`config.mk`:
```
export PLATFORM = sky130hd
export DESIGN_NAME = slot_display_top
export DESIGN_NICKNAME = d
export VERILOG_FILES = /design/src/slot_pkg.sv /design/src/button_cond.sv /design/src/reel_control.sv /design/src/vga_timing.sv /design/src/strip_addr_gen.sv /design/src/reel_strip_rom.sv /design/src/slot_display_top.sv
export VERILOG_INCLUDE_DIRS = /design/src
export SDC_FILE = /design/constraint.sdc
export NUM_CORES = 1
export LEC_CHECK = 0
export BUFFER_PORTS_ARGS = -buffer_cell sky130_fd_sc_hd__buf_2
export CAP_MARGIN = 15
export CORE_MARGIN = 2
export CORE_UTILIZATION = 35
export CTS_CLUSTER_SIZE = 40
export DETAILED_ROUTE_END_ITERATION = 8
export MAX_ROUTING_LAYER = met4
export PLACE_DENSITY = 0.59
export SKIP_CTS_REPAIR_TIMING = 1
export SYNTH_ARGS = -nofsm -noshare
export SYNTH_HDL_FRONTEND = slang
export SYNTH_SLANG_ARGS = --single-unit
```
`constraint.sdc`:
```
create_clock -name clk -period 15 [get_ports clk]
set_input_delay 2.25 -clock clk [delete_from_list [all_inputs] [get_ports clk]]
set_output_delay 2.25 -clock clk [all_outputs]
set_load 0.03 [all_outputs]
```
`src/slot_cfg.svh`:
```
// step divider, raster timing, strip geometry and reel speed profile thresholds
`ifndef SLOT_CFG_SVH
`define SLOT_CFG_SVH

// clocks per reel step, kept short for simulation
`define SLOT_STEP_DIV 4
`define SLOT_SPIN_LEN 1000

`define SLOT_STRIP_ROWS 240
`define SLOT_STRIP_COLS 320
`define SLOT_SYMBOL_ROWS 40
`define SLOT_BAND_A_END 110
`define SLOT_BAND_C_START 210

// 640x480 raster, counted in pixel enables
`define SLOT_H_ACTIVE 640
`define SLOT_H_FRONT 16
`define SLOT_H_SYNC 96
`define SLOT_H_TOTAL 800
`define SLOT_V_ACTIVE 480
`define SLOT_V_FRONT 10
`define SLOT_V_SYNC 2
`define SLOT_V_TOTAL 525

// slow to mid window shared by all reels, reel a drops back to slow at its end
`define SLOT_MID_START 239
`define SLOT_MID_END 359
`define SLOT_A_STOP 599
`define SLOT_B_FAST_START 359
`define SLOT_B_FAST_END 439
`define SLOT_B_SLOW_AT 559
`define SLOT_B_STOP 799
`define SLOT_C_FAST_START 359
`define SLOT_C_FAST_END 599
`define SLOT_C_SLOW_AT 719
`define SLOT_C_STOP 959

`endif

```
`src/slot_pkg.sv`:
```
// slot_pkg: row, column, strip address, color, step and speed types, reel state enum
package slot_pkg;

	// strip row, 0 to 239
	typedef logic [7:0] row_t;

	// raster coordinate, full or halved
	typedef logic [9:0] col_t;

	// row * 320 + column
	typedef logic [16:0] strip_addr_t;

	// 4 bits each of red, green, blue
	typedef logic [11:0] rgb_t;

	// step within one spin
	typedef logic [9:0] step_cnt_t;

	// rows moved per step
	typedef logic [1:0] speed_t;

	// encoding is the speed in rows per step
	typedef enum logic [1:0] {
		REEL_STOP = 2'd0,
		REEL_SLOW = 2'd1,
		REEL_MID  = 2'd2,
		REEL_FAST = 2'd3
	} reel_state_e;

endpackage

```
`src/button_cond.sv`:
```
// button_cond: four-sample debounce and single step pulse for one button
`timescale 1ns/100ps

module button_cond (
	input  logic clk,
	input  logic reset,
	input  logic step_en_i,
	input  logic btn_i,
	output logic pulse_o
);

	logic [3:0] samples;
	logic       level;
	logic       level_d;

	// stable only after four high samples
	assign level = &samples;

	always_ff @(posedge clk) begin
		if (reset) begin
			samples <= '0;
			level_d <= 1'b0;
			pulse_o <= 1'b0;
		end else if (step_en_i) begin
			samples <= {samples[2:0], btn_i};
			level_d <= level;
			// held for one full step, so one step_en sees it
			pulse_o <= level & ~level_d;
		end
	end

endmodule

```
`src/reel_control.sv`:
```
// reel_control: spin counter, reel speed FSMs, direction and wrapping reel positions
`timescale 1ns/100ps
`include "slot_cfg.svh"

module reel_control (
	input  logic           clk,
	input  logic           reset,
	input  logic           step_en_i,
	input  logic           up_i,
	input  logic           down_i,
	output slot_pkg::row_t pos_a_o,
	output slot_pkg::row_t pos_b_o,
	output slot_pkg::row_t pos_c_o,
	output logic           busy_o
);
	import slot_pkg::*;

	step_cnt_t   step_cnt;
	reel_state_e state_a;
	reel_state_e state_b;
	reel_state_e state_c;
	reel_state_e state_a_nx;
	reel_state_e state_b_nx;
	reel_state_e state_c_nx;
	logic        dir_up;
	logic        all_stopped;
	logic        accept;
	logic        spin_end;

	// speed profile of a running reel, stop handled by the caller
	function automatic reel_state_e next_state(input reel_state_e st, input step_cnt_t cnt,
			input step_cnt_t stop_at, input step_cnt_t slow_at,
			input step_cnt_t fast_start, input step_cnt_t fast_end);
		reel_state_e nx;
		nx = st;
		case (st)
			REEL_SLOW: begin
				if (cnt >= stop_at)
					nx = REEL_STOP;
				else if (cnt >= step_cnt_t'(`SLOT_MID_START) && cnt < step_cnt_t'(`SLOT_MID_END))
					nx = REEL_MID;
			end
			REEL_MID: begin
				if (cnt >= slow_at)
					nx = REEL_SLOW;
				else if (cnt >= fast_start && cnt < fast_end)
					nx = REEL_FAST;
			end
			REEL_FAST: begin
				if (cnt >= fast_end)
					nx = REEL_MID;
			end
			default: nx = REEL_STOP;
		endcase
		return nx;
	endfunction

	// one step of travel, modulo the strip height
	function automatic row_t wrap_step(input row_t pos, input speed_t spd, input logic up);
		logic [8:0] sum;
		row_t       res;
		if (up) begin
			sum = {1'b0, pos} + {7'd0, spd};
			if (sum >= 9'(`SLOT_STRIP_ROWS))
				sum = sum - 9'(`SLOT_STRIP_ROWS);
			res = sum[7:0];
		end else if (pos < {6'd0, spd}) begin
			res = pos + row_t'(`SLOT_STRIP_ROWS) - {6'd0, spd};
		end else begin
			res = pos - {6'd0, spd};
		end
		return res;
	endfunction

	assign all_stopped = (state_a == REEL_STOP) && (state_b == REEL_STOP) &&
		(state_c == REEL_STOP);
	assign accept = all_stopped && (step_cnt == '0) && !busy_o && (up_i || down_i);
	assign spin_end = (step_cnt == step_cnt_t'(`SLOT_SPIN_LEN));

	// reel a passes its mid end as an empty fast window, so it never goes fast
	assign state_a_nx = accept ? REEL_SLOW : next_state(state_a, step_cnt,
		step_cnt_t'(`SLOT_A_STOP), step_cnt_t'(`SLOT_MID_END),
		step_cnt_t'(`SLOT_MID_END), step_cnt_t'(`SLOT_MID_END));
	assign state_b_nx = accept ? REEL_SLOW : next_state(state_b, step_cnt,
		step_cnt_t'(`SLOT_B_STOP), step_cnt_t'(`SLOT_B_SLOW_AT),
		step_cnt_t'(`SLOT_B_FAST_START), step_cnt_t'(`SLOT_B_FAST_END));
	assign state_c_nx = accept ? REEL_SLOW : next_state(state_c, step_cnt,
		step_cnt_t'(`SLOT_C_STOP), step_cnt_t'(`SLOT_C_SLOW_AT),
		step_cnt_t'(`SLOT_C_FAST_START), step_cnt_t'(`SLOT_C_FAST_END));

	always_ff @(posedge clk) begin
		if (reset) begin
			step_cnt <= '0;
			state_a <= REEL_STOP;
			state_b <= REEL_STOP;
			state_c <= REEL_STOP;
		end else if (step_en_i) begin
			if (spin_end) begin
				step_cnt <= '0;
				state_a <= REEL_STOP;
				state_b <= REEL_STOP;
				state_c <= REEL_STOP;
			end else begin
				if (accept || step_cnt != '0)
					step_cnt <= step_cnt + 1'b1;
				state_a <= state_a_nx;
				state_b <= state_b_nx;
				state_c <= state_c_nx;
			end
		end
	end

	// busy also covers the settle step after the clear, 1001 steps in all
	always_ff @(posedge clk) begin
		if (reset) begin
			busy_o <= 1'b0;
			dir_up <= 1'b0;
		end else if (step_en_i) begin
			if (accept) begin
				busy_o <= 1'b1;
				dir_up <= up_i;
			end else if (step_cnt == '0) begin
				busy_o <= 1'b0;
			end
		end
	end

	always_ff @(posedge clk) begin
		if (reset) begin
			pos_a_o <= '0;
			pos_b_o <= '0;
			pos_c_o <= '0;
		end else if (step_en_i) begin
			pos_a_o <= wrap_step(pos_a_o, speed_t'(state_a), dir_up);
			pos_b_o <= wrap_step(pos_b_o, speed_t'(state_b), dir_up);
			pos_c_o <= wrap_step(pos_c_o, speed_t'(state_c), dir_up);
		end
	end

endmodule

```
`src/vga_timing.sv`:
```
// vga_timing: 640x480 pixel and line counters, sync pulses and active flag
`timescale 1ns/100ps
`include "slot_cfg.svh"

module vga_timing (
	input  logic           clk,
	input  logic           reset,
	input  logic           pix_en_i,
	output slot_pkg::col_t h_cnt_o,
	output slot_pkg::col_t v_cnt_o,
	output logic           hsync_o,
	output logic           vsync_o,
	output logic           active_o
);
	import slot_pkg::*;

	col_t pix_cnt;
	col_t line_cnt;
	col_t pix_nx;
	col_t line_nx;
	logic h_end;
	logic v_end;

	assign h_end = (pix_cnt == col_t'(`SLOT_H_TOTAL - 1));
	assign v_end = (line_cnt == col_t'(`SLOT_V_TOTAL - 1));
	assign pix_nx = h_end ? '0 : pix_cnt + 1'b1;
	assign line_nx = !h_end ? line_cnt : (v_end ? '0 : line_cnt + 1'b1);

	always_ff @(posedge clk) begin
		if (reset) begin
			pix_cnt <= '0;
			line_cnt <= '0;
		end else if (pix_en_i) begin
			pix_cnt <= pix_nx;
			line_cnt <= line_nx;
		end
	end

	// syncs decoded from the next count so they line up with the counters
	always_ff @(posedge clk) begin
		if (reset) begin
			hsync_o <= 1'b1;
			vsync_o <= 1'b1;
		end else if (pix_en_i) begin
			hsync_o <= !(pix_nx >= col_t'(`SLOT_H_ACTIVE + `SLOT_H_FRONT) &&
				pix_nx < col_t'(`SLOT_H_ACTIVE + `SLOT_H_FRONT + `SLOT_H_SYNC));
			vsync_o <= !(line_nx >= col_t'(`SLOT_V_ACTIVE + `SLOT_V_FRONT) &&
				line_nx < col_t'(`SLOT_V_ACTIVE + `SLOT_V_FRONT + `SLOT_V_SYNC));
		end
	end

	assign active_o = (pix_cnt < col_t'(`SLOT_H_ACTIVE)) && (line_cnt < col_t'(`SLOT_V_ACTIVE));
	assign h_cnt_o = (pix_cnt < col_t'(`SLOT_H_ACTIVE)) ? pix_cnt : '0;
	assign v_cnt_o = (line_cnt < col_t'(`SLOT_V_ACTIVE)) ? line_cnt : '0;

endmodule

```
`src/strip_addr_gen.sv`:
```
// strip_addr_gen: reel band select and scrolled strip address
`timescale 1ns/100ps
`include "slot_cfg.svh"

module strip_addr_gen (
	input  slot_pkg::col_t        h_half_i,
	input  slot_pkg::col_t        v_half_i,
	input  slot_pkg::row_t        pos_a_i,
	input  slot_pkg::row_t        pos_b_i,
	input  slot_pkg::row_t        pos_c_i,
	output slot_pkg::strip_addr_t addr_o
);
	import slot_pkg::*;

	row_t sel_pos;
	col_t row_sum;
	col_t row_wrap;

	// three column bands, one per reel
	always_comb begin
		if (h_half_i < col_t'(`SLOT_BAND_A_END))
			sel_pos = pos_a_i;
		else if (h_half_i > col_t'(`SLOT_BAND_C_START))
			sel_pos = pos_c_i;
		else
			sel_pos = pos_b_i;
	end

	// scroll against the reel position
	assign row_sum = v_half_i + (col_t'(`SLOT_STRIP_ROWS - 1) - {2'b00, sel_pos});

	// wrap at 239, the last strip row shows only without scroll
	assign row_wrap = (row_sum >= col_t'(`SLOT_STRIP_ROWS - 1)) ?
		row_sum - col_t'(`SLOT_STRIP_ROWS - 1) : row_sum;

	assign addr_o = strip_addr_t'(row_wrap) * strip_addr_t'(`SLOT_STRIP_COLS) +
		strip_addr_t'(h_half_i);

endmodule

```
`src/reel_strip_rom.sv`:
```
// reel_strip_rom: computed symbol strip image with registered color output
`timescale 1ns/100ps
`include "slot_cfg.svh"

module reel_strip_rom (
	input  logic                  clk,
	input  logic                  pix_en_i,
	input  slot_pkg::strip_addr_t addr_i,
	output slot_pkg::rgb_t        rgb_o
);
	import slot_pkg::*;

	strip_addr_t row_full;
	row_t        row;
	row_t        symbol;
	rgb_t        color;

	assign row_full = addr_i / strip_addr_t'(`SLOT_STRIP_COLS);
	assign row = row_t'(row_full);
	assign symbol = row / row_t'(`SLOT_SYMBOL_ROWS);

	always_comb begin
		// black line between symbols
		if (row % row_t'(`SLOT_SYMBOL_ROWS) == '0) begin
			color = '0;
		end else begin
			case (symbol)
				8'd0: color = 12'hf00;
				8'd1: color = 12'hff0;
				8'd2: color = 12'h0f0;
				8'd3: color = 12'h0ff;
				8'd4: color = 12'h00f;
				8'd5: color = 12'hf0f;
				default: color = '0;
			endcase
		end
	end

	always_ff @(posedge clk) begin
		if (pix_en_i)
			rgb_o <= color;
	end

endmodule

```
`src/slot_display_top.sv`:
```
// slot_display_top: enables, buttons, reel control, raster, strip image and blanking
`timescale 1ns/100ps
`include "slot_cfg.svh"

module slot_display_top (
	input  logic           clk,
	input  logic           reset,
	input  logic           spin_up_i,
	input  logic           spin_down_i,
	output logic [3:0]     vga_red_o,
	output logic [3:0]     vga_green_o,
	output logic [3:0]     vga_blue_o,
	output logic           hsync_o,
	output logic           vsync_o,
	output logic           busy_o,
	output slot_pkg::row_t pos_a_o,
	output slot_pkg::row_t pos_b_o,
	output slot_pkg::row_t pos_c_o
);
	import slot_pkg::*;

	localparam int STEP_W = $clog2(`SLOT_STEP_DIV + 1);

	logic              pix_tog;
	logic [STEP_W-1:0] step_div;
	logic              pix_en;
	logic              step_en;
	logic              up_pulse;
	logic              down_pulse;
	col_t              h_cnt;
	col_t              v_cnt;
	col_t              h_half;
	col_t              v_half;
	logic              hsync_raw;
	logic              vsync_raw;
	logic              active_raw;
	logic              active_d;
	strip_addr_t       strip_addr;
	rgb_t              rgb_raw;
	rgb_t              rgb_out;

	always_ff @(posedge clk) begin
		if (reset) begin
			pix_tog <= 1'b0;
			step_div <= '0;
		end else begin
			pix_tog <= ~pix_tog;
			step_div <= step_en ? '0 : step_div + 1'b1;
		end
	end

	assign pix_en = pix_tog;
	assign step_en = (step_div == STEP_W'(`SLOT_STEP_DIV - 1));

	button_cond u_btn_up (
		.clk       (clk),
		.reset     (reset),
		.step_en_i (step_en),
		.btn_i     (spin_up_i),
		.pulse_o   (up_pulse)
	);

	button_cond u_btn_down (
		.clk       (clk),
		.reset     (reset),
		.step_en_i (step_en),
		.btn_i     (spin_down_i),
		.pulse_o   (down_pulse)
	);

	reel_control u_reels (
		.clk       (clk),
		.reset     (reset),
		.step_en_i (step_en),
		.up_i      (up_pulse),
		.down_i    (down_pulse),
		.pos_a_o   (pos_a_o),
		.pos_b_o   (pos_b_o),
		.pos_c_o   (pos_c_o),
		.busy_o    (busy_o)
	);

	vga_timing u_vga (
		.clk      (clk),
		.reset    (reset),
		.pix_en_i (pix_en),
		.h_cnt_o  (h_cnt),
		.v_cnt_o  (v_cnt),
		.hsync_o  (hsync_raw),
		.vsync_o  (vsync_raw),
		.active_o (active_raw)
	);

	// half resolution image
	assign h_half = {1'b0, h_cnt[9:1]};
	assign v_half = {1'b0, v_cnt[9:1]};

	strip_addr_gen u_addr (
		.h_half_i (h_half),
		.v_half_i (v_half),
		.pos_a_i  (pos_a_o),
		.pos_b_i  (pos_b_o),
		.pos_c_i  (pos_c_o),
		.addr_o   (strip_addr)
	);

	reel_strip_rom u_rom (
		.clk      (clk),
		.pix_en_i (pix_en),
		.addr_i   (strip_addr),
		.rgb_o    (rgb_raw)
	);

	// match the one pixel latency of the strip image
	always_ff @(posedge clk) begin
		if (reset) begin
			hsync_o <= 1'b1;
			vsync_o <= 1'b1;
			active_d <= 1'b0;
		end else if (pix_en) begin
			hsync_o <= hsync_raw;
			vsync_o <= vsync_raw;
			active_d <= active_raw;
		end
	end

	assign rgb_out = active_d ? rgb_raw : '0;
	assign {vga_red_o, vga_green_o, vga_blue_o} = rgb_out;

endmodule

```
# Yosys cells after proc, flatten, opt, wreduce, memory -nomap -nowiden
# Cells that the tools add are included.
# word_totals
reg_bits,95
input_bits,4
out_inout_bits,39
word_cells,190
# classes
add_sub_neg,23
multipliers,1
n_div,3
n_lt_le_gt_ge,26
n_eq_ne,27
muxes,45
bitwise,5
reduce_logical,35
# ops
op,count
2-to-1 mux 8 bit,11
2-to-1 mux 10 bit,8
one-hot mux 12 bit (6 select lines),1
>= comparator 10 bit (second input constant),6
subtractor 8 x 2 -> 8 bit,6
less-than comparator 10 x 9 -> 1 bit (second input constant),4
2-to-1 mux 2 bit,19
adder 10 x 1 -> 10 bit (second input constant),3
== test 10 bit (second input constant),3
>= comparator 10 x 9 -> 1 bit (second input constant),3
less-than comparator 10 bit (second input constant),3
!= test 5 x 1 -> 1 bit (second input constant),6
adder 8 x 2 -> 9 bit,3
>= comparator 9 x 8 -> 1 bit (second input constant),3
adder 8 bit (second input constant),3
less-than comparator 8 x 2 -> 1 bit,3
subtractor 8 bit (second input constant),3
>= comparator 10 x 8 -> 1 bit (second input constant),2
AND reduction 4 bit,5
one-hot mux 2 bit (3 select lines),3
adder 17 x 9 -> 17 bit,1
divider 17 x 9 -> 17 bit (second input constant),1
== test 8 x 2 -> 1 bit (second input constant),2
== test 8 x 3 -> 1 bit (second input constant),2
other kinds (28),61

# Logic depth before layout (Yosys ltp)
# Gate-level depths: netlist (run 1).
# depth
depth_word,15
mapped_depth,48
ltp_nobuf,45

# Modules after synthesis
# From an unflattened synthesis (run 1), not the netlist that was laid out.
# unflattened
cells_unflattened,1290
area_unflattened_um2,9905.8
# by_module_without_submodules
mod,n_inst,cells_per_inst,area_per_inst_um2,seq_area_each_um2
reel_control,1,545,4131.5,840.8
strip_addr_gen,1,235,1865.5,0.0
reel_strip_rom,1,227,1581.5,90.1
vga_timing,1,207,1554.0,440.4
button_cond,2,21,227.7,120.1
slot_display_top,1,34,317.8,140.1

# Least setup slack after synthesis (run 1)
# OpenSTA, ideal clock, no wires.
# synth_timing
path_type,register to register
from,reg u_vga.pix_cnt[8]
to,reg u_rom.rgb_o[10] (data pin)
setup_time_ns,0.263
arrival_ns,9.605
required_time_ns,14.737
slack_ns,5.133
path_stages_with_launch,46
n_path_buf,3
cell_sequence,dfxtp_1 -> buf_4 -> nand3b_1 -> o221ai_1 -> o21ai_2 -> a21oi_1 -> nor2_1 -> a21oi_1 -> ha_1 -> inv_1 -> fa_1 -> xnor2_1 -> nand2_1 -> nor3_1 -> or3_1 -> a21oi_1 -> nor4_4 -> nand3_1 -> (+10 left out) -> xnor2_1 -> or3_1 -> nor3_2 -> xnor2_1 -> xor2_1 -> a21oi_2 -> or2_1 -> buf_4 -> o311ai_1 -> a211oi_1 -> o21ai_2 -> ha_1 -> mux2_1 -> o21ai_2 -> nand3_1 -> a311o_1 -> a211oi_2 -> a21oi_1
# synth_via
elab_chain_cells,15
# synth_rtl
element,line,source
"start, declared",vga_timing.sv:17,col_t pix_cnt;
"start signal, assigned",vga_timing.sv:34,pix_cnt <= pix_nx;
less-than comparator 10 bit,vga_timing.sv:53,assign h_cnt_o = (pix_cnt < col_t'(`SLOT_H_ACTIVE)) ? pix_cnt : '0;
2-to-1 mux 10 bit (*),vga_timing.sv:53,
greater-than comparator 9 x 8 -> 1 bit,strip_addr_gen.sv:23,else if (h_half_i > col_t'(`SLOT_BAND_C_START))
2-to-1 mux 8 bit,strip_addr_gen.sv:23,
2-to-1 mux 8 bit,strip_addr_gen.sv:21,if (h_half_i < col_t'(`SLOT_BAND_A_END))
subtractor 8 x 8 -> 9 bit,strip_addr_gen.sv:30,"assign row_sum = v_half_i + (col_t'(`SLOT_STRIP_ROWS - 1) - {2'b00, sel_pos});"
adder 9 x 10 -> 10 bit,strip_addr_gen.sv:30,
subtractor 10 x 8 -> 10 bit or >= comparator 10 x 8 -> 1 bit (tied branches),"strip_addr_gen.sv:34, strip_addr_gen.sv:33",
2-to-1 mux 10 bit,strip_addr_gen.sv:33,assign row_wrap = (row_sum >= col_t'(`SLOT_STRIP_ROWS - 1)) ?
multiplier 10 x 3 -> 11 bit,strip_addr_gen.sv:36,assign addr_o = strip_addr_t'(row_wrap) * strip_addr_t'(`SLOT_STRIP_COLS) +
adder 17 x 9 -> 17 bit (*),strip_addr_gen.sv:36,
divider 17 x 9 -> 17 bit (*),reel_strip_rom.sv:18,assign row_full = addr_i / strip_addr_t'(`SLOT_STRIP_COLS);
divider 8 x 6 -> 8 bit,reel_strip_rom.sv:20,assign symbol = row / row_t'(`SLOT_SYMBOL_ROWS);
== test 8 x 3 -> 1 bit (tied with other cells),reel_strip_rom.sv:27,case (symbol)
one-hot mux 12 bit (6 select lines),reel_strip_rom.sv:27,
"end signal, assigned",reel_strip_rom.sv:41,rgb_o <= color;
"end, declared",reel_strip_rom.sv:9,output slot_pkg::rgb_t rgb_o
# Mark *: on every way between the ends. The rest lies on a longest branch, timed or not.
# A chain may end at the register's enable or synchronous reset.

# Final worst setup path (run 1)
# layout_timing
from,reg u_vga.pix_cnt[5]
to,reg u_rom.rgb_o[3] (data pin)
# The elaborated chain is that of the path after synthesis.

==> metrics, run 1 <==
Diodes inserted=0; DR iter-0 viols=494; VDD IR max=0.164 mV; Crit-path slowest cell=xnor2_1; WL per Instance=14.9 microns; drt drc=0; sequential share of the synthesized area=18.3%; flop-to-flop setup slack=3470 ps; vias per inst=5.55; Comb pwr share=71.1%; CP peak stage delay=850 ps; Final Hold Fails=0; FF-to-FF Start=u_vga.pix_cnt[5]; Area Growth Syn to Fin=6.62%; Worst R2R End=u_rom.rgb_o[3]; Fillers=2765; FF-to-FF path depth=41; Starting Density=35.6%; first-pass GRT wire length=41200 microns; pin count of the biggest net entering global routing=72; Row Count=60; share of layout cells above drive strength 1=8.57%; Rel. slew slack=28.5%; syn_area_per_cell=7.42 sq um; pwr dens=162 nW/um^2; clk root buf=clkbuf_16; setup ws final=3470 ps; crit path launch type=flip-flop; Synth top area share=17.3%; Worst-path clk slew=70 ps; area of the multi-input gates=7210 sq um; die height=170 microns; Setup CP Type=reg -> reg; Post-DP Area=9930 sq um; Reg area=1750 sq um; post-route ant nets=0; Worst setup EP type=flip-flop; Die X=170 microns; DRT Wirelength=24200 microns; TritonCTS clock tree=built; Final Instance Area=10200 sq um; Post-synth top flop=dfxtp_1; GRT Resource Usage Total=17.6%; RSZ-0062 raised after global routing=false; fin. max-slew vios=0; Post-Synthesis Cells=1292; I/O pins=43; H-Tree Depth=3; worst skew pair latency=350 ps; total congestion overflow=0; post-synth top area cell=dfxtp_1; drt pass-1 iters=5; Post-synth ARST share=0%; clock sink count=86; total CTS buffers=9; top cells by area, synth=dfxtp_1 (17%), ha_1 (9.3%), nor2_1 (6.1%); Post-synth EDFFs=3; CORE AREA=27000 sq um; NetSw=834 uW; final net count=1365; final worst path period need=11530 ps; Cells after DPL=1608; Clock Path Buffers=2; Synth Register Bits=86; Net Count, Synth=1379; Final Instance Count excl. Fillers=1624; via count=9016; Static Leakage=3.91 nW; worst-path fanout max=14; Worst Path Required=15090 ps; port bufs=42; HPWL after detailed placement=18100 microns; Min-Delay Path Class=reg -> reg; max cap viols=0; clk_skew=12.5 ps; unique cell type count in the Yosys netlist=105; Worst Hold Path EP=step_div[0]; gpl congestion=0.891; Reg power frac=15.5%; Synth Warn #=0; # setup viols final=0; commonest non-fill, non-tap cell in the layout=nor2_1; WHS Path Cells=1; number of global-route vias before repair=8373; Fin Setup TNS=0 ps; actual slew at the worst max-slew pin=1070 ps; Synth Cell Area=9590 sq um; worst slack, placed=3580 ps; die area=28700 sq um; launch point of the worst hold path=step_div[0]; outcome=completed; f_max=0.0867 GHz; clock share of power=13.4%; sw frac=50.3%; initial antenna violation count=0; Data arrival, critical path=11630 ps; fin crit share=76.9%; Cell Int Power=826 uW; commonest cells after routing, fill and taps aside=nor2_1 (157), a21oi_1 (96), nand2_1 (95)
[power by group through the flow]
stage | clock, mW | combinational [mW] | sequential (mW)
4_1_cts | 0.231 | 1.17 | 0.258
3_5_place_dp | 0 | 1.17 | 0.263
5_1_grt | 0.240 | 1.33 | 0.259
2_1_floorplan | 0 | 0.956 | 0.263
3_3_place_gp | 0 | 1.16 | 0.263
6_report | 0.222 | 1.18 | 0.258
[critical path, delay by kind of cell, from the launching register on]
family / cells / cell delay [ps]
AOI/OAI and AO/OA: 11 / 2500
buffers and inverters: 2 / 140
and+or+nand+nor: 17 / 4030
DFF: 1 / 610
muxes: 1 / 300
xor gates and xnor gates: 4 / 1840
adders and majority gates: 6 / 1840
[state kept, by name, summed over array words and instances (netlist names), 2 cells and up]
| signal | count |
|---|---|
| u_reels.pos_c_o | 8 |
| u_btn_down.samples | 4 |
| u_reels.pos_b_o | 8 |
| u_rom.rgb_o | 3 |
| u_vga.pix_cnt | 10 |
| u_reels.state_b | 2 |
| u_reels.step_cnt | 10 |
| step_div | 3 |
| u_vga.line_cnt | 10 |
| u_reels.state_c | 2 |
| u_reels.pos_a_o | 8 |
| u_btn_up.samples | 4 |
| u_reels.state_a | 2 |
[logic make-up (layout without fill, tap and decap cells)]
family                     count (synthesis)  in the layout  synth area share, %
and+or+nand+nor                          491            491                 25.6
AOI/OAI and AO/OA                        357            357                 25.4
buffers and inverters                    150            141                 6.54
xor gates and xnor gates                  88             88                 8.41
adders and majority gates                 86             86                 12.1
DFF                                       86             86                 18.3
muxes                                     33             33                 3.68
other                                      1              1               0.0391
[worst max path at each step]
stage                          start               to  cells past startpoint
CTS                 u_vga.pix_cnt[5]   u_rom.rgb_o[3]                     41
floorplan           u_vga.pix_cnt[8]  u_rom.rgb_o[10]                     45
finish              u_vga.pix_cnt[5]   u_rom.rgb_o[3]                     41
global route        u_vga.pix_cnt[5]   u_rom.rgb_o[3]                     41
global placement    u_vga.pix_cnt[5]   u_rom.rgb_o[7]                     42
detailed placement  u_vga.pix_cnt[5]   u_rom.rgb_o[7]                     41
[synth_stat cells, drive strengths merged, types with 9 or more instances]
library cell,count
a211oi,31
a21o,17
a21oi,100
a22oi,9
a31oi,13
and2,16
and3,12
buf,24
clkbuf,48
dfxtp,83
fa,12
ha,71
inv,78
mux2i,28
nand2,96
nand2b,17
nand3,43
nand4,17
nor2,160
nor2b,23
nor3,48
nor4,10
o211ai,10
o21ai,85
o31ai,13
or3,14
xnor2,57
xor2,29
[layer usage]
metal	wire, microns	share of wire (%)	track usage, %	vias up
met1	12100	50	23.8	4190
li1	-	-	-	4618
met3	992	4.1	2.61	20
met5	0	0	-	-
met4	271	1.1	4.24	0
met2	10900	45	27.7	188
[per-stage QoR]
step                      power [mW]  hold slack [ps]  util [%]
final                           1.66              426      37.9
after global routing            1.83              461      37.9
after CTS                       1.66              430      37.9
after detailed placement        1.43              420      36.8
after global placement          1.42              420      36.8
after floorplan                 1.22              404         -
[layout make-up]
cell class / instances / share of cell area, %
Clock inverter: 7 / 0.649
Multi-Input combinational cell: 1056 / 70.5
Tap cell: 341 / 4.17
Inverter: 78 / 2.86
Clock buffer: 9 / 2.20
Timing Repair Buffer: 47 / 2.42
Sequential cell: 86 / 17.1
(Power assumes the default switching activity.)
==> inputs of run 2 (changes only) <==
- PLACE_DENSITY: 0.59 -> 0.61
- clock period: 15 -> 10.4 ns (I/O delays scaled with it)
==> metrics, run 2 (synthesized netlist as in run 1, its figures left out) <==
clock share of power=12.7%; Worst Path Buf+Inv=3; Min-Delay Path Class=reg -> reg; CP delay by family, top=simple AND/OR/NAND/NOR gates; number of global-route vias before repair=8530; Fillers=2767; H-Tree Depth=3; WL per Instance=15.0 microns; Setup CP Type=reg -> reg; GRT Resource Usage Total=17.6%; clk_skew=18.4 ps; biggest regs=u_reels.step_cnt x10, u_vga.line_cnt x10, u_vga.pix_cnt x10; die height=170 microns; HPWL after detailed placement=18400 microns; NetSw=1.31 mW; Static Leakage=4.15 nW; Clock Path Buffers=2; commonest non-fill, non-tap cell in the layout=nor2_1; worst skew pair latency=360 ps; CORE AREA=27000 sq um; initial antenna violation count=0; first-pass GRT wire length=41400 microns; actual slew at the worst max-slew pin=1030 ps; port bufs=42; Comb pwr share=73.3%; sw frac=49.4%; # setup viols final=0; Worst setup EP type=flip-flop; worst-path fanout max=11; total CTS buffers=9; clock sink count=86; DRT Wirelength=25000 microns; pin count of the biggest net entering global routing=72; commonest cells after routing, fill and taps aside=nor2_1 (156), a21oi_1 (95), nand2_1 (94); Fin Setup TNS=0 ps; Area Growth Syn to Fin=12.0%; Rel. slew slack=31.0%; crit path launch type=flip-flop; CP peak stage delay=490 ps; gpl congestion=0.892; Starting Density=35.6%; f_max=0.101 GHz; Reg power frac=14.1%; Data arrival, critical path=10000 ps; DR iter-0 viols=596; flop-to-flop setup slack=480 ps; final worst path period need=9920 ps; Post-DP Area=10100 sq um; TritonCTS clock tree=built; Worst-path clk slew=70 ps; total congestion overflow=0; Worst Path Required=10490 ps; Tot Pwr=2.65 mW; fin. max-slew vios=0; clk root buf=clkbuf_16; post-route ant nets=0; drt pass-1 iters=7; VDD IR max=0.229 mV; final net count=1405; Final Hold Fails=0; max cap viols=0; Diodes inserted=0; pwr dens=246 nW/um^2; vias per inst=5.59; Die X=170 microns; Cell Int Power=1.34 mW; die area=28700 sq um; I/O pins=43; via count=9300; Row Count=60; Crit-path slowest cell=fa_1; outcome=completed; share of layout cells above drive strength 1=13.5%; Final Util=39.9%; Final Instance Area=10700 sq um; fin crit share=95.4%; drt drc=0
==> run 2: layout make-up <==
class                           count  area (sq um)  area share, %
Clock buffer                        9           225           2.10
Clock inverter                      7          86.3          0.804
Inverter                           78           293           2.73
Multi-Input combinational cell   1056          7400           68.9
Sequential cell                    86          1760           16.4
Tap cell                          341           427           3.97
Timing Repair Buffer               87           548           5.10
==> run 2: stage by stage <==
step,cells,hold WS [ps],setup slack (ps)
after detailed placement,1635,418,-171
after CTS,1651,428,-246
after global placement,1635,414,130
after global routing,1664,438,-70.9
after floorplan,1292,404,533
final,1664,429,483
==> run 2: worst paths after layout <==
check | from | to | cells past startpoint
min reg2reg | step_div[0] | step_div[0] | 1
min | step_div[0] | step_div[0] | 1
max | u_vga.pix_cnt[9] | u_rom.rgb_o[7] | 44
max reg2reg | u_vga.pix_cnt[9] | u_rom.rgb_o[7] | 44
==> run 2: layer usage <==
metal | up-vias | global-route usage, % | part of all wire (%)
met5 | - | - | 0
met4 | 0 | 5.24 | 1.9
met3 | 35 | 2.19 | 4.1
met2 | 206 | 27.8 | 45
met1 | 4371 | 23.6 | 49
li1 | 4688 | - | -
==> run 2: worst reg2reg max path, delay by kind of cell, from the launching register on <==
family | cells | cell delay (ps)
xor+xnor | 4 | 810
mux | 2 | 540
flops | 1 | 410
buf+inv | 3 | 240
fa+ha+maj | 7 | 2100
simple gates | 14 | 3220
compound gates | 14 | 2310
==> run 2: power by group through the flow <==
stage / Combinational [mW] / Clock [mW] / Sequential (mW)
2_1_floorplan: 1.38 / 0 / 0.379
3_3_place_gp: 1.75 / 0 / 0.380
3_5_place_dp: 1.76 / 0 / 0.380
4_1_cts: 1.78 / 0.344 / 0.373
5_1_grt: 2.14 / 0.355 / 0.374
6_report: 1.94 / 0.335 / 0.372
==> inputs of run 3 (changes only) <==
- REMOVE_ABC_BUFFERS: unset -> 1
==> metrics, run 3 (synthesized netlist as in run 1, its figures left out) <==
outcome=completed; fin crit share=94.2%; port bufs=42; Starting Density=35.6%; total CTS buffers=9; crit path launch type=flip-flop; pin count of the biggest net entering global routing=72; Rel. slew slack=39.5%; vias per inst=5.57; worst skew pair latency=350 ps; Final Hold Fails=0; Worst Path Required=10500 ps; clk root buf=clkbuf_16; WL per Instance=14.8 microns; via count=9293; commonest cells after routing, fill and taps aside=nor2_1 (155), nand2_1 (94), a21oi_1 (93); Data arrival, critical path=9890 ps; Static Leakage=4.15 nW; commonest non-fill, non-tap cell in the layout=nor2_1; I/O pins=43; clk_skew=7.68 ps; CP peak stage delay=450 ps; Setup CP Type=reg -> reg; clock sink count=86; fin. max-slew vios=0; max cap viols=0; Diodes inserted=0; drt drc=0; gpl congestion=0.870; share of layout cells above drive strength 1=13.7%; total congestion overflow=0; Die X=170 microns; Area Growth Syn to Fin=11.9%; VDD IR max=0.174 mV; actual slew at the worst max-slew pin=906 ps; HPWL after detailed placement=18200 microns; Tot Pwr=2.68 mW; # setup viols final=0; drt pass-1 iters=5; Worst setup EP type=flip-flop; Cells after DPL=1636; initial antenna violation count=0; Min-Delay Path Class=reg -> reg; final net count=1408; biggest regs=u_reels.step_cnt x10, u_vga.line_cnt x10, u_vga.pix_cnt x10; TritonCTS clock tree=built; GRT Resource Usage Total=17.4%; Clock Path Buffers=2; number of global-route vias before repair=8530; worst-path fanout max=9; f_max=0.102 GHz; DRT Wirelength=24700 microns; first-pass GRT wire length=40800 microns; CORE AREA=27000 sq um; pwr dens=250 nW/um^2; die height=170 microns; Crit-path slowest cell=fa_2; H-Tree Depth=3; Worst-path clk slew=70 ps; DR iter-0 viols=559; die area=28700 sq um; Row Count=60; Final Instance Count excl. Fillers=1667; final worst path period need=9790 ps; post-route ant nets=0
-- run 3: cell count changes in the layout (fill, tap and decap cells not counted), sizes merged --
cell      previous run  this run
buf                 87        90
inv                 82        80
bufinv               0         1
clkbuf               9        10
clkinv               3         2
clkinvlp             0         1
-- run 3: path summary, 6_finish.rpt --
path / from / end / slack, ps / cells after the start
setup / recovery: u_vga.pix_cnt[1] / u_rom.rgb_o[3] / 610 / 48
hold / removal: step_div[0] / step_div[0] / 430 / 1
setup reg to reg: u_vga.pix_cnt[1] / u_rom.rgb_o[3] / 610 / 48
hold reg to reg: step_div[0] / step_div[0] / 430 / 1
-- run 3: per-stage QoR --
stage	TNS, ps	util [%]	setup WS, ps	cell area, sq um	hold slack [ps]
4_1_cts	-9.71	38.7	-9.71	10400	438
3_5_place_dp	0	37.6	27.1	10100	428
5_1_grt	-66.6	39.8	-44.7	10700	459
2_1_floorplan	0	-	342	9250	400
6_report	0	39.8	607	10700	434
3_3_place_gp	0	37.6	253	10100	419
-- run 3: final cells by class --
cell class | count | area [sq um]
Fill cell | 2819 | 16200
Multi-Input combinational cell | 1056 | 7380
Sequential cell | 86 | 1760
Timing Repair Buffer | 90 | 571
Tap cell | 341 | 427
Inverter | 78 | 293
Clock buffer | 10 | 229
Clock inverter | 6 | 68.8
-- run 3: where the power goes --
part,switching (mW),leakage [nW],internal [mW],total [mW]
clock,0.154,0.143,0.188,0.342
combinational,1.15,3.30,0.820,1.97
sequential,0.00828,0.701,0.362,0.370
-- run 3: critical path, delay by kind of cell (launching register included) --
kind / cells / cell delay, ps
simple gates: 13 / 2380
mux: 4 / 500
xor+xnor: 3 / 670
fa+ha+maj: 7 / 2060
buf+inv: 6 / 630
compound gates: 15 / 2940
flops: 1 / 340
-- run 3: routing by layer --
metal	vias up	track usage [%]	wire, microns
li1	4686	-	-
met1	4366	22.2	11600
met3	39	2.19	919
met5	-	-	0
met4	0	5.28	539
met2	202	28.8	11700
